**config.mk**
```make
export PLATFORM = sky130hd
export DESIGN_NAME = fp_ops_top
export DESIGN_NICKNAME = d
export VERILOG_FILES = /design/src/verilog/fp_ops_pkg.sv /design/src/verilog/fp_classify.sv /design/src/verilog/fp_compare.sv /design/src/verilog/fp_cfg_regs.sv /design/src/verilog/fp_issue_stage.sv /design/src/verilog/fp_result_stage.sv /design/src/verilog/fp_ops_top.sv
export VERILOG_INCLUDE_DIRS = /design/src /design/src/include
export SDC_FILE = /design/constraint.sdc
export NUM_CORES = 1
export LEC_CHECK = 0
export CELL_PAD_IN_SITES_DETAIL_PLACEMENT = 1
export CELL_PAD_IN_SITES_GLOBAL_PLACEMENT = 1
export CORE_MARGIN = 5
export CORE_UTILIZATION = 46
export DETAILED_ROUTE_END_ITERATION = 16
export DONT_BUFFER_PORTS = 1
export HOLD_SLACK_MARGIN = 0.08
export MAX_ROUTING_LAYER = met4
export PLACE_DENSITY = 0.8
export REMOVE_ABC_BUFFERS = 1
export SLEW_MARGIN = 20
export SYNTH_ARGS = -nofsm -noshare
export SYNTH_HDL_FRONTEND = slang
export SYNTH_SLANG_ARGS = --single-unit
```
**constraint.sdc**
```tcl
create_clock -name i_aclk -period 2.3 [get_ports i_aclk]
set_input_delay 0.345 -clock i_aclk [delete_from_list [all_inputs] [get_ports i_aclk]]
set_output_delay 0.345 -clock i_aclk [all_outputs]
set_load 0.01 [all_outputs]
```
**src/include/fp_ops_consts.svh**
```systemverilog
`ifndef FP_OPS_CONSTS_SVH
`define FP_OPS_CONSTS_SVH

// Single precision layout
`define FP_W        32
`define FP_EXP_W    8
`define FP_FRAC_W   23

// Compare result field, zero extended into the data word
`define CMP_RES_W   8

// Cycles from accepted beat to o_valid
`define OP_PIPE_DEPTH 2

// Reset value of the TLAST merge mode (pass A)
`define TLAST_MODE_RST 3'd1

`endif

```
**src/verilog/fp_ops_pkg.sv**
```systemverilog
`default_nettype none

`include "fp_ops_consts.svh"

package fp_ops_pkg;

    // Operand and result word
    typedef struct packed {
        logic                  sign;
        logic [`FP_EXP_W-1:0]  exp;
        logic [`FP_FRAC_W-1:0] frac;
    } fp32_t;

    // One-hot operand class
    typedef struct packed {
        logic zero;
        logic subnormal;
        logic normal;
        logic inf;
        logic qnan;
        logic snan;
    } fp_class_t;

    typedef enum logic {
        OP_ABS     = 1'b0,
        OP_COMPARE = 1'b1
    } fp_op_e;

    typedef enum logic [2:0] {
        PRED_UNORD = 3'd0,
        PRED_LT    = 3'd1,
        PRED_EQ    = 3'd2,
        PRED_LE    = 3'd3,
        PRED_GT    = 3'd4,
        PRED_NE    = 3'd5,
        PRED_GE    = 3'd6,
        PRED_CODE  = 3'd7
    } cmp_pred_e;

    typedef enum logic [2:0] {
        TLAST_NONE = 3'd0,
        TLAST_A    = 3'd1,
        TLAST_B    = 3'd2,
        TLAST_OP   = 3'd3,
        TLAST_OR   = 3'd4,
        TLAST_AND  = 3'd5
    } tlast_mode_e;

    typedef struct packed {
        fp32_t     a;
        fp32_t     b;
        fp_op_e    op;
        cmp_pred_e pred;
        logic      tlast;
    } issue_beat_t;

endpackage

`default_nettype wire

```
**src/verilog/fp_classify.sv**
```systemverilog
`timescale 1ns/1ps
`default_nettype none

`include "fp_ops_consts.svh"

module fp_classify import fp_ops_pkg::*; (
    input  fp32_t     i_x,
    output fp_class_t o_class
);

    logic exp_zero;
    logic exp_ones;
    logic frac_zero;

    assign exp_zero  = (i_x.exp == '0);
    assign exp_ones  = (i_x.exp == '1);
    assign frac_zero = (i_x.frac == '0);

    assign o_class.zero      = exp_zero & frac_zero;
    assign o_class.subnormal = exp_zero & ~frac_zero;
    assign o_class.normal    = ~exp_zero & ~exp_ones;
    assign o_class.inf       = exp_ones & frac_zero;

    // NaN kind from the top fraction bit
    assign o_class.qnan = exp_ones & ~frac_zero & i_x.frac[`FP_FRAC_W-1];
    assign o_class.snan = exp_ones & ~frac_zero & ~i_x.frac[`FP_FRAC_W-1];

endmodule

`default_nettype wire

```
**src/verilog/fp_compare.sv**
```systemverilog
`timescale 1ns/1ps
`default_nettype none

`include "fp_ops_consts.svh"

module fp_compare import fp_ops_pkg::*; (
    input  fp32_t                 i_a,
    input  fp32_t                 i_b,
    input  cmp_pred_e             i_pred,
    output logic [`CMP_RES_W-1:0] o_result,
    output logic                  o_invalid
);

    fp_class_t                     cls_a;
    fp_class_t                     cls_b;
    logic [`FP_W-2:0]              mag_a;
    logic [`FP_W-2:0]              mag_b;
    logic                          unord;
    logic                          any_qnan;
    logic                          any_snan;
    logic                          eq;
    logic                          lt;
    logic                          gt;
    logic                          lt_raw;
    logic                          pred_bit;
    logic                          signal_on_qnan;

    fp_classify u_class_a (
        .i_x     (i_a),
        .o_class (cls_a)
    );

    fp_classify u_class_b (
        .i_x     (i_b),
        .o_class (cls_b)
    );

    assign mag_a = {i_a.exp, i_a.frac};
    assign mag_b = {i_b.exp, i_b.frac};

    assign any_qnan = cls_a.qnan | cls_b.qnan;
    assign any_snan = cls_a.snan | cls_b.snan;
    assign unord    = any_qnan | any_snan;

    ////////////////////////////////////////////////////////////
    // Ordering
    ////////////////////////////////////////////////////////////

    // Signed zeros compare equal
    assign eq = ~unord & ((cls_a.zero & cls_b.zero) || (i_a == i_b));

    always_comb begin
        if (i_a.sign != i_b.sign) begin
            lt_raw = i_a.sign;
        end else if (i_a.sign) begin
            lt_raw = mag_a > mag_b;
        end else begin
            lt_raw = mag_a < mag_b;
        end
    end

    assign lt = ~unord & ~eq & lt_raw;
    assign gt = ~unord & ~eq & ~lt_raw;

    ////////////////////////////////////////////////////////////
    // Predicate select
    ////////////////////////////////////////////////////////////

    always_comb begin
        case (i_pred)
            PRED_UNORD: pred_bit = unord;
            PRED_LT:    pred_bit = lt;
            PRED_EQ:    pred_bit = eq;
            PRED_LE:    pred_bit = lt | eq;
            PRED_GT:    pred_bit = gt;
            PRED_NE:    pred_bit = ~eq;
            PRED_GE:    pred_bit = gt | eq;
            default:    pred_bit = 1'b0;
        endcase
    end

    // Condition code is {unord, gt, lt, eq}
    assign o_result = (i_pred == PRED_CODE) ?
                      {{(`CMP_RES_W-4){1'b0}}, unord, gt, lt, eq} :
                      {{(`CMP_RES_W-1){1'b0}}, pred_bit};

    // Ordered predicates also trap on quiet NaNs
    assign signal_on_qnan = (i_pred inside {PRED_LT, PRED_LE, PRED_GT, PRED_GE, PRED_CODE});
    assign o_invalid      = any_snan | (any_qnan & signal_on_qnan);

endmodule

`default_nettype wire

```
**src/verilog/fp_cfg_regs.sv**
```systemverilog
`timescale 1ns/1ps
`default_nettype none

`include "fp_ops_consts.svh"

module fp_cfg_regs import fp_ops_pkg::*; (
    input  logic        i_aclk,
    input  logic        i_aclken,
    input  logic        i_rst_n,
    input  logic        i_cfg_wr,
    input  tlast_mode_e i_cfg_tlast_mode,
    input  logic        i_invalid_pulse,
    output tlast_mode_e o_tlast_mode,
    output logic        o_invalid_sticky
);

    // Merge mode, takes effect for beats after the write edge
    always_ff @(posedge i_aclk or negedge i_rst_n) begin
        if (!i_rst_n) begin
            o_tlast_mode <= tlast_mode_e'(`TLAST_MODE_RST);
        end else if (i_aclken && i_cfg_wr) begin
            o_tlast_mode <= i_cfg_tlast_mode;
        end
    end

    // Sticky invalid, a pulse on the same edge beats the clear
    always_ff @(posedge i_aclk or negedge i_rst_n) begin
        if (!i_rst_n) begin
            o_invalid_sticky <= 1'b0;
        end else if (i_aclken) begin
            if (i_invalid_pulse) begin
                o_invalid_sticky <= 1'b1;
            end else if (i_cfg_wr) begin
                o_invalid_sticky <= 1'b0;
            end
        end
    end

    ////////////////////////////////////////////////////////////
    // Checks
    ////////////////////////////////////////////////////////////

    a_cfg_mode_legal: assert property (
        @(posedge i_aclk) disable iff (!i_rst_n)
        (i_aclken && i_cfg_wr) |->
            (i_cfg_tlast_mode inside {TLAST_NONE, TLAST_A, TLAST_B,
                                      TLAST_OP, TLAST_OR, TLAST_AND})
    );

endmodule

`default_nettype wire

```
**src/verilog/fp_issue_stage.sv**
```systemverilog
`timescale 1ns/1ps
`default_nettype none

module fp_issue_stage import fp_ops_pkg::*; (
    input  logic        i_aclk,
    input  logic        i_aclken,
    input  logic        i_rst_n,
    input  logic        i_valid,
    input  fp32_t       i_a_data,
    input  fp32_t       i_b_data,
    input  fp_op_e      i_op,
    input  cmp_pred_e   i_pred,
    input  logic        i_a_tlast,
    input  logic        i_b_tlast,
    input  logic        i_op_tlast,
    input  tlast_mode_e i_tlast_mode,
    output issue_beat_t o_beat,
    output logic        o_valid
);

    logic tlast_merged;

    // TLAST merge
    always_comb begin
        case (i_tlast_mode)
            TLAST_NONE: tlast_merged = 1'b0;
            TLAST_A:    tlast_merged = i_a_tlast;
            TLAST_B:    tlast_merged = i_b_tlast;
            TLAST_OP:   tlast_merged = i_op_tlast;
            TLAST_OR:   tlast_merged = i_a_tlast | i_b_tlast | i_op_tlast;
            TLAST_AND:  tlast_merged = i_a_tlast & i_b_tlast & i_op_tlast;
            default:    tlast_merged = 1'b0;
        endcase
    end

    always_ff @(posedge i_aclk or negedge i_rst_n) begin
        if (!i_rst_n) begin
            o_valid <= 1'b0;
        end else if (i_aclken) begin
            o_valid <= i_valid;
        end
    end

    // Beat payload, only loaded on accept
    always_ff @(posedge i_aclk) begin
        if (i_aclken && i_valid) begin
            o_beat.a     <= i_a_data;
            o_beat.b     <= i_b_data;
            o_beat.op    <= i_op;
            o_beat.pred  <= i_pred;
            o_beat.tlast <= tlast_merged;
        end
    end

endmodule

`default_nettype wire

```
**src/verilog/fp_result_stage.sv**
```systemverilog
`timescale 1ns/1ps
`default_nettype none

`include "fp_ops_consts.svh"

module fp_result_stage import fp_ops_pkg::*; (
    input  logic                  i_aclk,
    input  logic                  i_aclken,
    input  logic                  i_rst_n,
    input  logic                  i_valid,
    input  issue_beat_t           i_beat,
    input  logic [`CMP_RES_W-1:0] i_cmp_result,
    input  logic                  i_cmp_invalid,
    output logic                  o_valid,
    output fp32_t                 o_data,
    output logic                  o_tlast,
    output logic                  o_invalid_op
);

    fp32_t result;
    logic  invalid;

    // Abs keeps NaN payloads, only the sign goes
    always_comb begin
        if (i_beat.op == OP_COMPARE) begin
            result = fp32_t'({{(`FP_W-`CMP_RES_W){1'b0}}, i_cmp_result});
        end else begin
            result = '{sign: 1'b0, exp: i_beat.a.exp, frac: i_beat.a.frac};
        end
    end

    assign invalid = i_valid && (i_beat.op == OP_COMPARE) && i_cmp_invalid;

    always_ff @(posedge i_aclk or negedge i_rst_n) begin
        if (!i_rst_n) begin
            o_valid      <= 1'b0;
            o_tlast      <= 1'b0;
            o_invalid_op <= 1'b0;
        end else if (i_aclken) begin
            o_valid      <= i_valid;
            o_invalid_op <= invalid;
            if (i_valid) begin
                o_tlast <= i_beat.tlast;
            end
        end
    end

    always_ff @(posedge i_aclk) begin
        if (i_aclken && i_valid) begin
            o_data <= result;
        end
    end

    ////////////////////////////////////////////////////////////
    // Checks
    ////////////////////////////////////////////////////////////

    a_invalid_needs_valid: assert property (
        @(posedge i_aclk) disable iff (!i_rst_n)
        o_invalid_op |-> o_valid
    );

    a_cmp_upper_zero: assert property (
        @(posedge i_aclk) disable iff (!i_rst_n)
        (i_aclken && i_valid && i_beat.op == OP_COMPARE) |=>
            (o_valid && o_data[`FP_W-1:`CMP_RES_W] == '0)
    );

endmodule

`default_nettype wire

```
**src/verilog/fp_ops_top.sv**
```systemverilog
`timescale 1ns/1ps
`default_nettype none

`include "fp_ops_consts.svh"

module fp_ops_top import fp_ops_pkg::*; (
    input  logic        i_aclk,
    input  logic        i_aclken,
    input  logic        i_rst_n,
    input  logic        i_valid,
    input  fp32_t       i_a_data,
    input  fp32_t       i_b_data,
    input  fp_op_e      i_op,
    input  cmp_pred_e   i_pred,
    input  logic        i_a_tlast,
    input  logic        i_b_tlast,
    input  logic        i_op_tlast,
    input  logic        i_cfg_wr,
    input  tlast_mode_e i_cfg_tlast_mode,
    output logic        o_valid,
    output fp32_t       o_data,
    output logic        o_tlast,
    output logic        o_invalid_op,
    output logic        o_invalid_sticky
);

    tlast_mode_e              tlast_mode;
    issue_beat_t              issue_beat;
    logic                     issue_valid;
    logic [`CMP_RES_W-1:0]    cmp_result;
    logic                     cmp_invalid;

    fp_cfg_regs u_cfg_regs (
        .i_aclk           (i_aclk),
        .i_aclken         (i_aclken),
        .i_rst_n          (i_rst_n),
        .i_cfg_wr         (i_cfg_wr),
        .i_cfg_tlast_mode (i_cfg_tlast_mode),
        .i_invalid_pulse  (o_invalid_op),
        .o_tlast_mode     (tlast_mode),
        .o_invalid_sticky (o_invalid_sticky)
    );

    fp_issue_stage u_issue_stage (
        .i_aclk       (i_aclk),
        .i_aclken     (i_aclken),
        .i_rst_n      (i_rst_n),
        .i_valid      (i_valid),
        .i_a_data     (i_a_data),
        .i_b_data     (i_b_data),
        .i_op         (i_op),
        .i_pred       (i_pred),
        .i_a_tlast    (i_a_tlast),
        .i_b_tlast    (i_b_tlast),
        .i_op_tlast   (i_op_tlast),
        .i_tlast_mode (tlast_mode),
        .o_beat       (issue_beat),
        .o_valid      (issue_valid)
    );

    fp_compare u_compare (
        .i_a      (issue_beat.a),
        .i_b      (issue_beat.b),
        .i_pred   (issue_beat.pred),
        .o_result (cmp_result),
        .o_invalid(cmp_invalid)
    );

    fp_result_stage u_result_stage (
        .i_aclk        (i_aclk),
        .i_aclken      (i_aclken),
        .i_rst_n       (i_rst_n),
        .i_valid       (issue_valid),
        .i_beat        (issue_beat),
        .i_cmp_result  (cmp_result),
        .i_cmp_invalid (cmp_invalid),
        .o_valid       (o_valid),
        .o_data        (o_data),
        .o_tlast       (o_tlast),
        .o_invalid_op  (o_invalid_op)
    );

endmodule

`default_nettype wire

```
# == Word-level counts from Yosys, hierarchy flattened ==
# Index checks and enable logic that the tools add are counted.
# classes
eq_ne,16
reduce_logical,15
n_mux,8
bitwise_logic,31
order_cmp,2
# op_table
cell,n
23-bit logical NOT,2
32-bit equality test,1
31-bit greater-than comparator,1
31-bit < comparator,1
"3-bit equality test, second input constant",6
1-bit bitwise AND,16
"8-bit equality test, second input constant",2
8-bit logical NOT,2
"3-bit by 2-bit equality test with 1-bit output, second input constant",4
8-bit 2-to-1 mux,1
1-bit bitwise OR,8
1-bit NOT,7
1-bit one-hot mux with 7 select lines,1
"3-bit by 1-bit equality test with 1-bit output, second input constant",2
1-bit logical AND,5
1-bit one-hot mux with 5 select lines,1
5-bit nonzero test,1
1-bit 2-to-1 mux,4
4-bit 2-to-1 mux,1
2-bit AND reduction,2
3-bit logical NOT,1
2-bit nonzero test,1
1-bit logical OR,1
1-bit inequality test,1
# totals
out_inout_bits,36
regBits,109

# == Depth between registers and ports, before layout ==
# logic_depth
word_depth,15
mapped_depth,9
depth_no_buf,9

# == By module ==
# From an unflattened synthesis, not the netlist that was laid out.
# hier_totals
cells_unflattened,354
hier_area_um2,4989.8
# modules_own_cells
module,area_per_inst_um2,cells_each,instances
fp_issue_stage,2170.8,81,1
fp_result_stage,1340.0,78,1
fp_compare,1038.5,146,1
fp_classify,138.9,20,2
fp_cfg_regs,162.7,9,1

# == Least setup slack after synthesis ==
# No wires, ideal clock.
# synth_timing
path_type,input to register
start,input port i_aclken
end,"register u_issue_stage.o_beat[0] (netlist bit), enable pin"
slack_ns,-0.358
cell_stages,2
required_time_ns,1.866
arrival_time_ns,2.224
cell_sequence,clkbuf_1 > and2_1
# synth_via
elab_chain_cells,1
# synth_rtl
element,line,rtl
"start, declared",fp_ops_top.sv:8,"input logic i_aclken,"
1-bit logical AND,fp_issue_stage.sv:46,if (i_aclken && i_valid) begin
"end, declared",fp_issue_stage.sv:17,"output issue_beat_t o_beat,"
# No other way between the ends.
# A chain may end at the register's enable or synchronous reset.

==> impl_metrics.ini <==
[clocking]
cts_made_buffers = 9
clkSinkCount = 108
cts_root_buf = clkbuf_8
clockBufferDepth = 2
cts_tree = yes
clkTransAtPathRegs_ns = 0.11
insertion_delay_ns = 0.40
cts-htree-levels = 3

[critical_path]
timing.rr.start = u_issue_stage.o_beat[66]
worst_path_max_delay_cell = edfxtp_1
critPathRequiredTime_ns = 2.45
crit_chain = ha_1 -> nand4_1 -> nor4_2 -> buf_4 -> and3_4 -> o211ai_1 -> mux2_4 -> o32ai_2 -> a31oi_1
critPathArrivalTime_ns = 2.81
crit_family = simple AND/OR/NAND/NOR gates
setup.worst_path.start = u_issue_stage.o_beat[66]
critPathCaptureType = flop
crit_path_max_incr_delay_ns = 0.41
critPathBufInv = 1
crit_fanout = 3
crit_path_start_kind = flop
critPathKind = flop to flop

[finish]
final_common_cell = edfxtp_1
drive_above_1_share = 0.253
layout.cells.non_filler = 639
area_delta_synth_final_pct = 40.0
final_nets = 607
final_cell_mix = edfxtp_1 (100), dlygate4sd3_1 (74), buf_4 (71)

[route]
drtIter0Drc = 189
vias_per_cell = 5.36
wl_per_cell_um = 21.8
drc = 0
dr.pass1.iters = 4
antenna_left = 0
wl_mm = 13.9
vias = 3426

[sta]
setup_viol = 3
min_period_ns = 2.66
setup_ws_ns = -0.355
tightest_slew_ns = 0.534
timing.final.crit_share = 1.15
slew_headroom = 0.639
fmax_mhz = 377
grt_setup_unrepaired = yes
finalMaxSlewViolations = 0
final_hold_viol_count = 0
fin_skew_ns = 0.0171

[synth]
syn_area_um2 = 4740
yosys-top-cells-area = edfxtp_1 (63%), ha_1 (8.2%), dfrtp_1 (3.7%), nor2b_1 (3.7%), inv_1 (3.0%)
ys.flop_type = edfxtp_1
syn_avg_cell_area_um2 = 13.8
synth_cells = 342
synth.distinct_cells = 39
yosys_warnings = 0
async_flop_share = 0.0741
synth_top_area_frac = 0.634
synth_edf_count = 100
synth-seq-cells = 108
yosysSeqAreaShare = 0.677
synth_area_leader_cell = edfxtp_1

[power_and_ir_drop]
p_int_uw = 3180
p_leak_uw = 0.00257
peakVddDrop_v = 0.000528
power_uw = 4250
clkPwrFrac = 0.281
p_sw_uw = 1070
power_density_nw_per_um2 = 642
combPwrFrac = 0.146
seqPwrFrac = 0.573
switching_share = 0.253

[hold_path]
min_from = i_aclken
hold_path.class = input port to flop

[placement]
placed_cells = 536
place_congestion = 0.868
io_buffers = 0
dpl.hpwl_mm = 8.63

[global_route]
antenna_found_initial = 1
grt_pass1_wl_mm = 20.7
grt_max_degree = 37
grt_overflow = 0
grt_usage = 0.227
grt_pass1_vias = 3784

[die]
dieHeight_um = 111
die-area_um2 = 12400
fp.dieW_um = 111
ioPinCount = 115
core_um2 = 10200
initial_core_util = 0.465
rows = 37

[status]
status = finished, violations left
failed_checks = setup timing

[job]
maxCapViolations = 0
## path summary, 6_finish.rpt
path	cells past startpoint	end	slack, ns
worst min register to register	1	u_result_stage.o_tlast	0.49
min in group asynchronous	1	u_result_stage.o_tlast	0.27
max in group asynchronous	1	u_cfg_regs.o_tlast_mode[0]	1.71
worst min-delay path	2	u_result_stage.o_invalid_op	0.11
worst max register to register	9	u_result_stage.o_data[0]	-0.36
worst max-delay path	9	u_result_stage.o_data[0]	-0.36
## through the flow
stage                     TNS (ns)  area, um2  setup WS [ns]   util  hold slack [ns]
after floorplan              -6.78       4710        -0.0972      -           0.0494
after global placement      -0.446       5370         -0.214  0.527           0.0497
after detailed placement     -1.01       5370         -0.370  0.527           0.0497
after CTS                   -0.338       6490         -0.284  0.637            0.104
after global routing         -1.00       6630         -0.516  0.651            0.100
final                       -0.514       6630         -0.355  0.651            0.107
## timing repair
action                     4_1_cts  5_1_grt
setup buffers                    6        7
hold buffers                    74        0
gates resized for setup         28       14
setup endpoints to repair        3        4
pin swaps                       13        8
hold endpoints to repair        83        0
## worst reg2reg max path, cell delays in order (launching register included)
cell	delay (ns)
edfxtp_1	0.41
ha_1	0.34
nand4_1	0.19
nor4_2	0.35
buf_4	0.17
and3_4	0.17
o211ai_1	0.12
mux2_4	0.34
o32ai_2	0.24
a31oi_1	0.07
## logic make-up (layout without fill, tap and decap cells)
group	after synthesis	in the layout	synth area share
buf+inv	43	203	0.0349
mux	7	7	0.0174
other cells	1	2	0.000792
compound gates	43	43	0.0587
simple gates	108	108	0.128
flops	108	108	0.677
fa+ha+maj	31	31	0.0819
xor+xnor	1	1	0.00185
## power by group through the flow
stage	Clock (uW)	Combinational, uW	Sequential, uW
3_3_place_gp	0	395	2460
2_1_floorplan	0	230	2440
3_5_place_dp	0	425	2470
6_report	1200	622	2440
4_1_cts	1210	578	2430
5_1_grt	1330	677	2450
## cell usage after synthesis (3+ instances only)
cell / number
o21ai_0: 8
nor2b_1: 28
a21oi_1: 14
nand4_1: 16
nor4_1: 16
nand2_1: 15
ha_1: 31
mux2_2: 6
dfrtp_1: 7
nand3_1: 6
nor2_1: 13
nand2b_1: 3
edfxtp_1: 100
clkbuf_1: 4
nor3_1: 3
inv_1: 38
## sequential cells by signal, summed over array words and instances (netlist names)
name                         cells
u_issue_stage.o_valid            1
u_result_stage.o_data           31
u_issue_stage.o_beat            69
u_result_stage.o_tlast           1
u_cfg_regs.o_invalid_sticky      1
u_result_stage.o_valid           1
u_result_stage.o_invalid_op      1
u_cfg_regs.o_tlast_mode          3
## per-layer routing
metal | wire length, um | track usage | vias up
li1 | - | - | 1593
met1 | 5350 | 0.240 | 1693
met2 | 7500 | 0.400 | 105
met3 | 670 | 0.0652 | 35
met4 | 421 | 0.0933 | 0
met5 | 0 | - | -
## layout make-up
cell class | count | area (um2)
fill | 966 | 3560
sequential | 108 | 3200
multi-input combinational | 191 | 1580
timing repair buffer | 149 | 1330
tap | 136 | 170
inverter | 38 | 143
clock buffer | 11 | 141
clock inverter | 5 | 60.1
antenna | 1 | 2.50
Power figures use the tool's default switching activity.
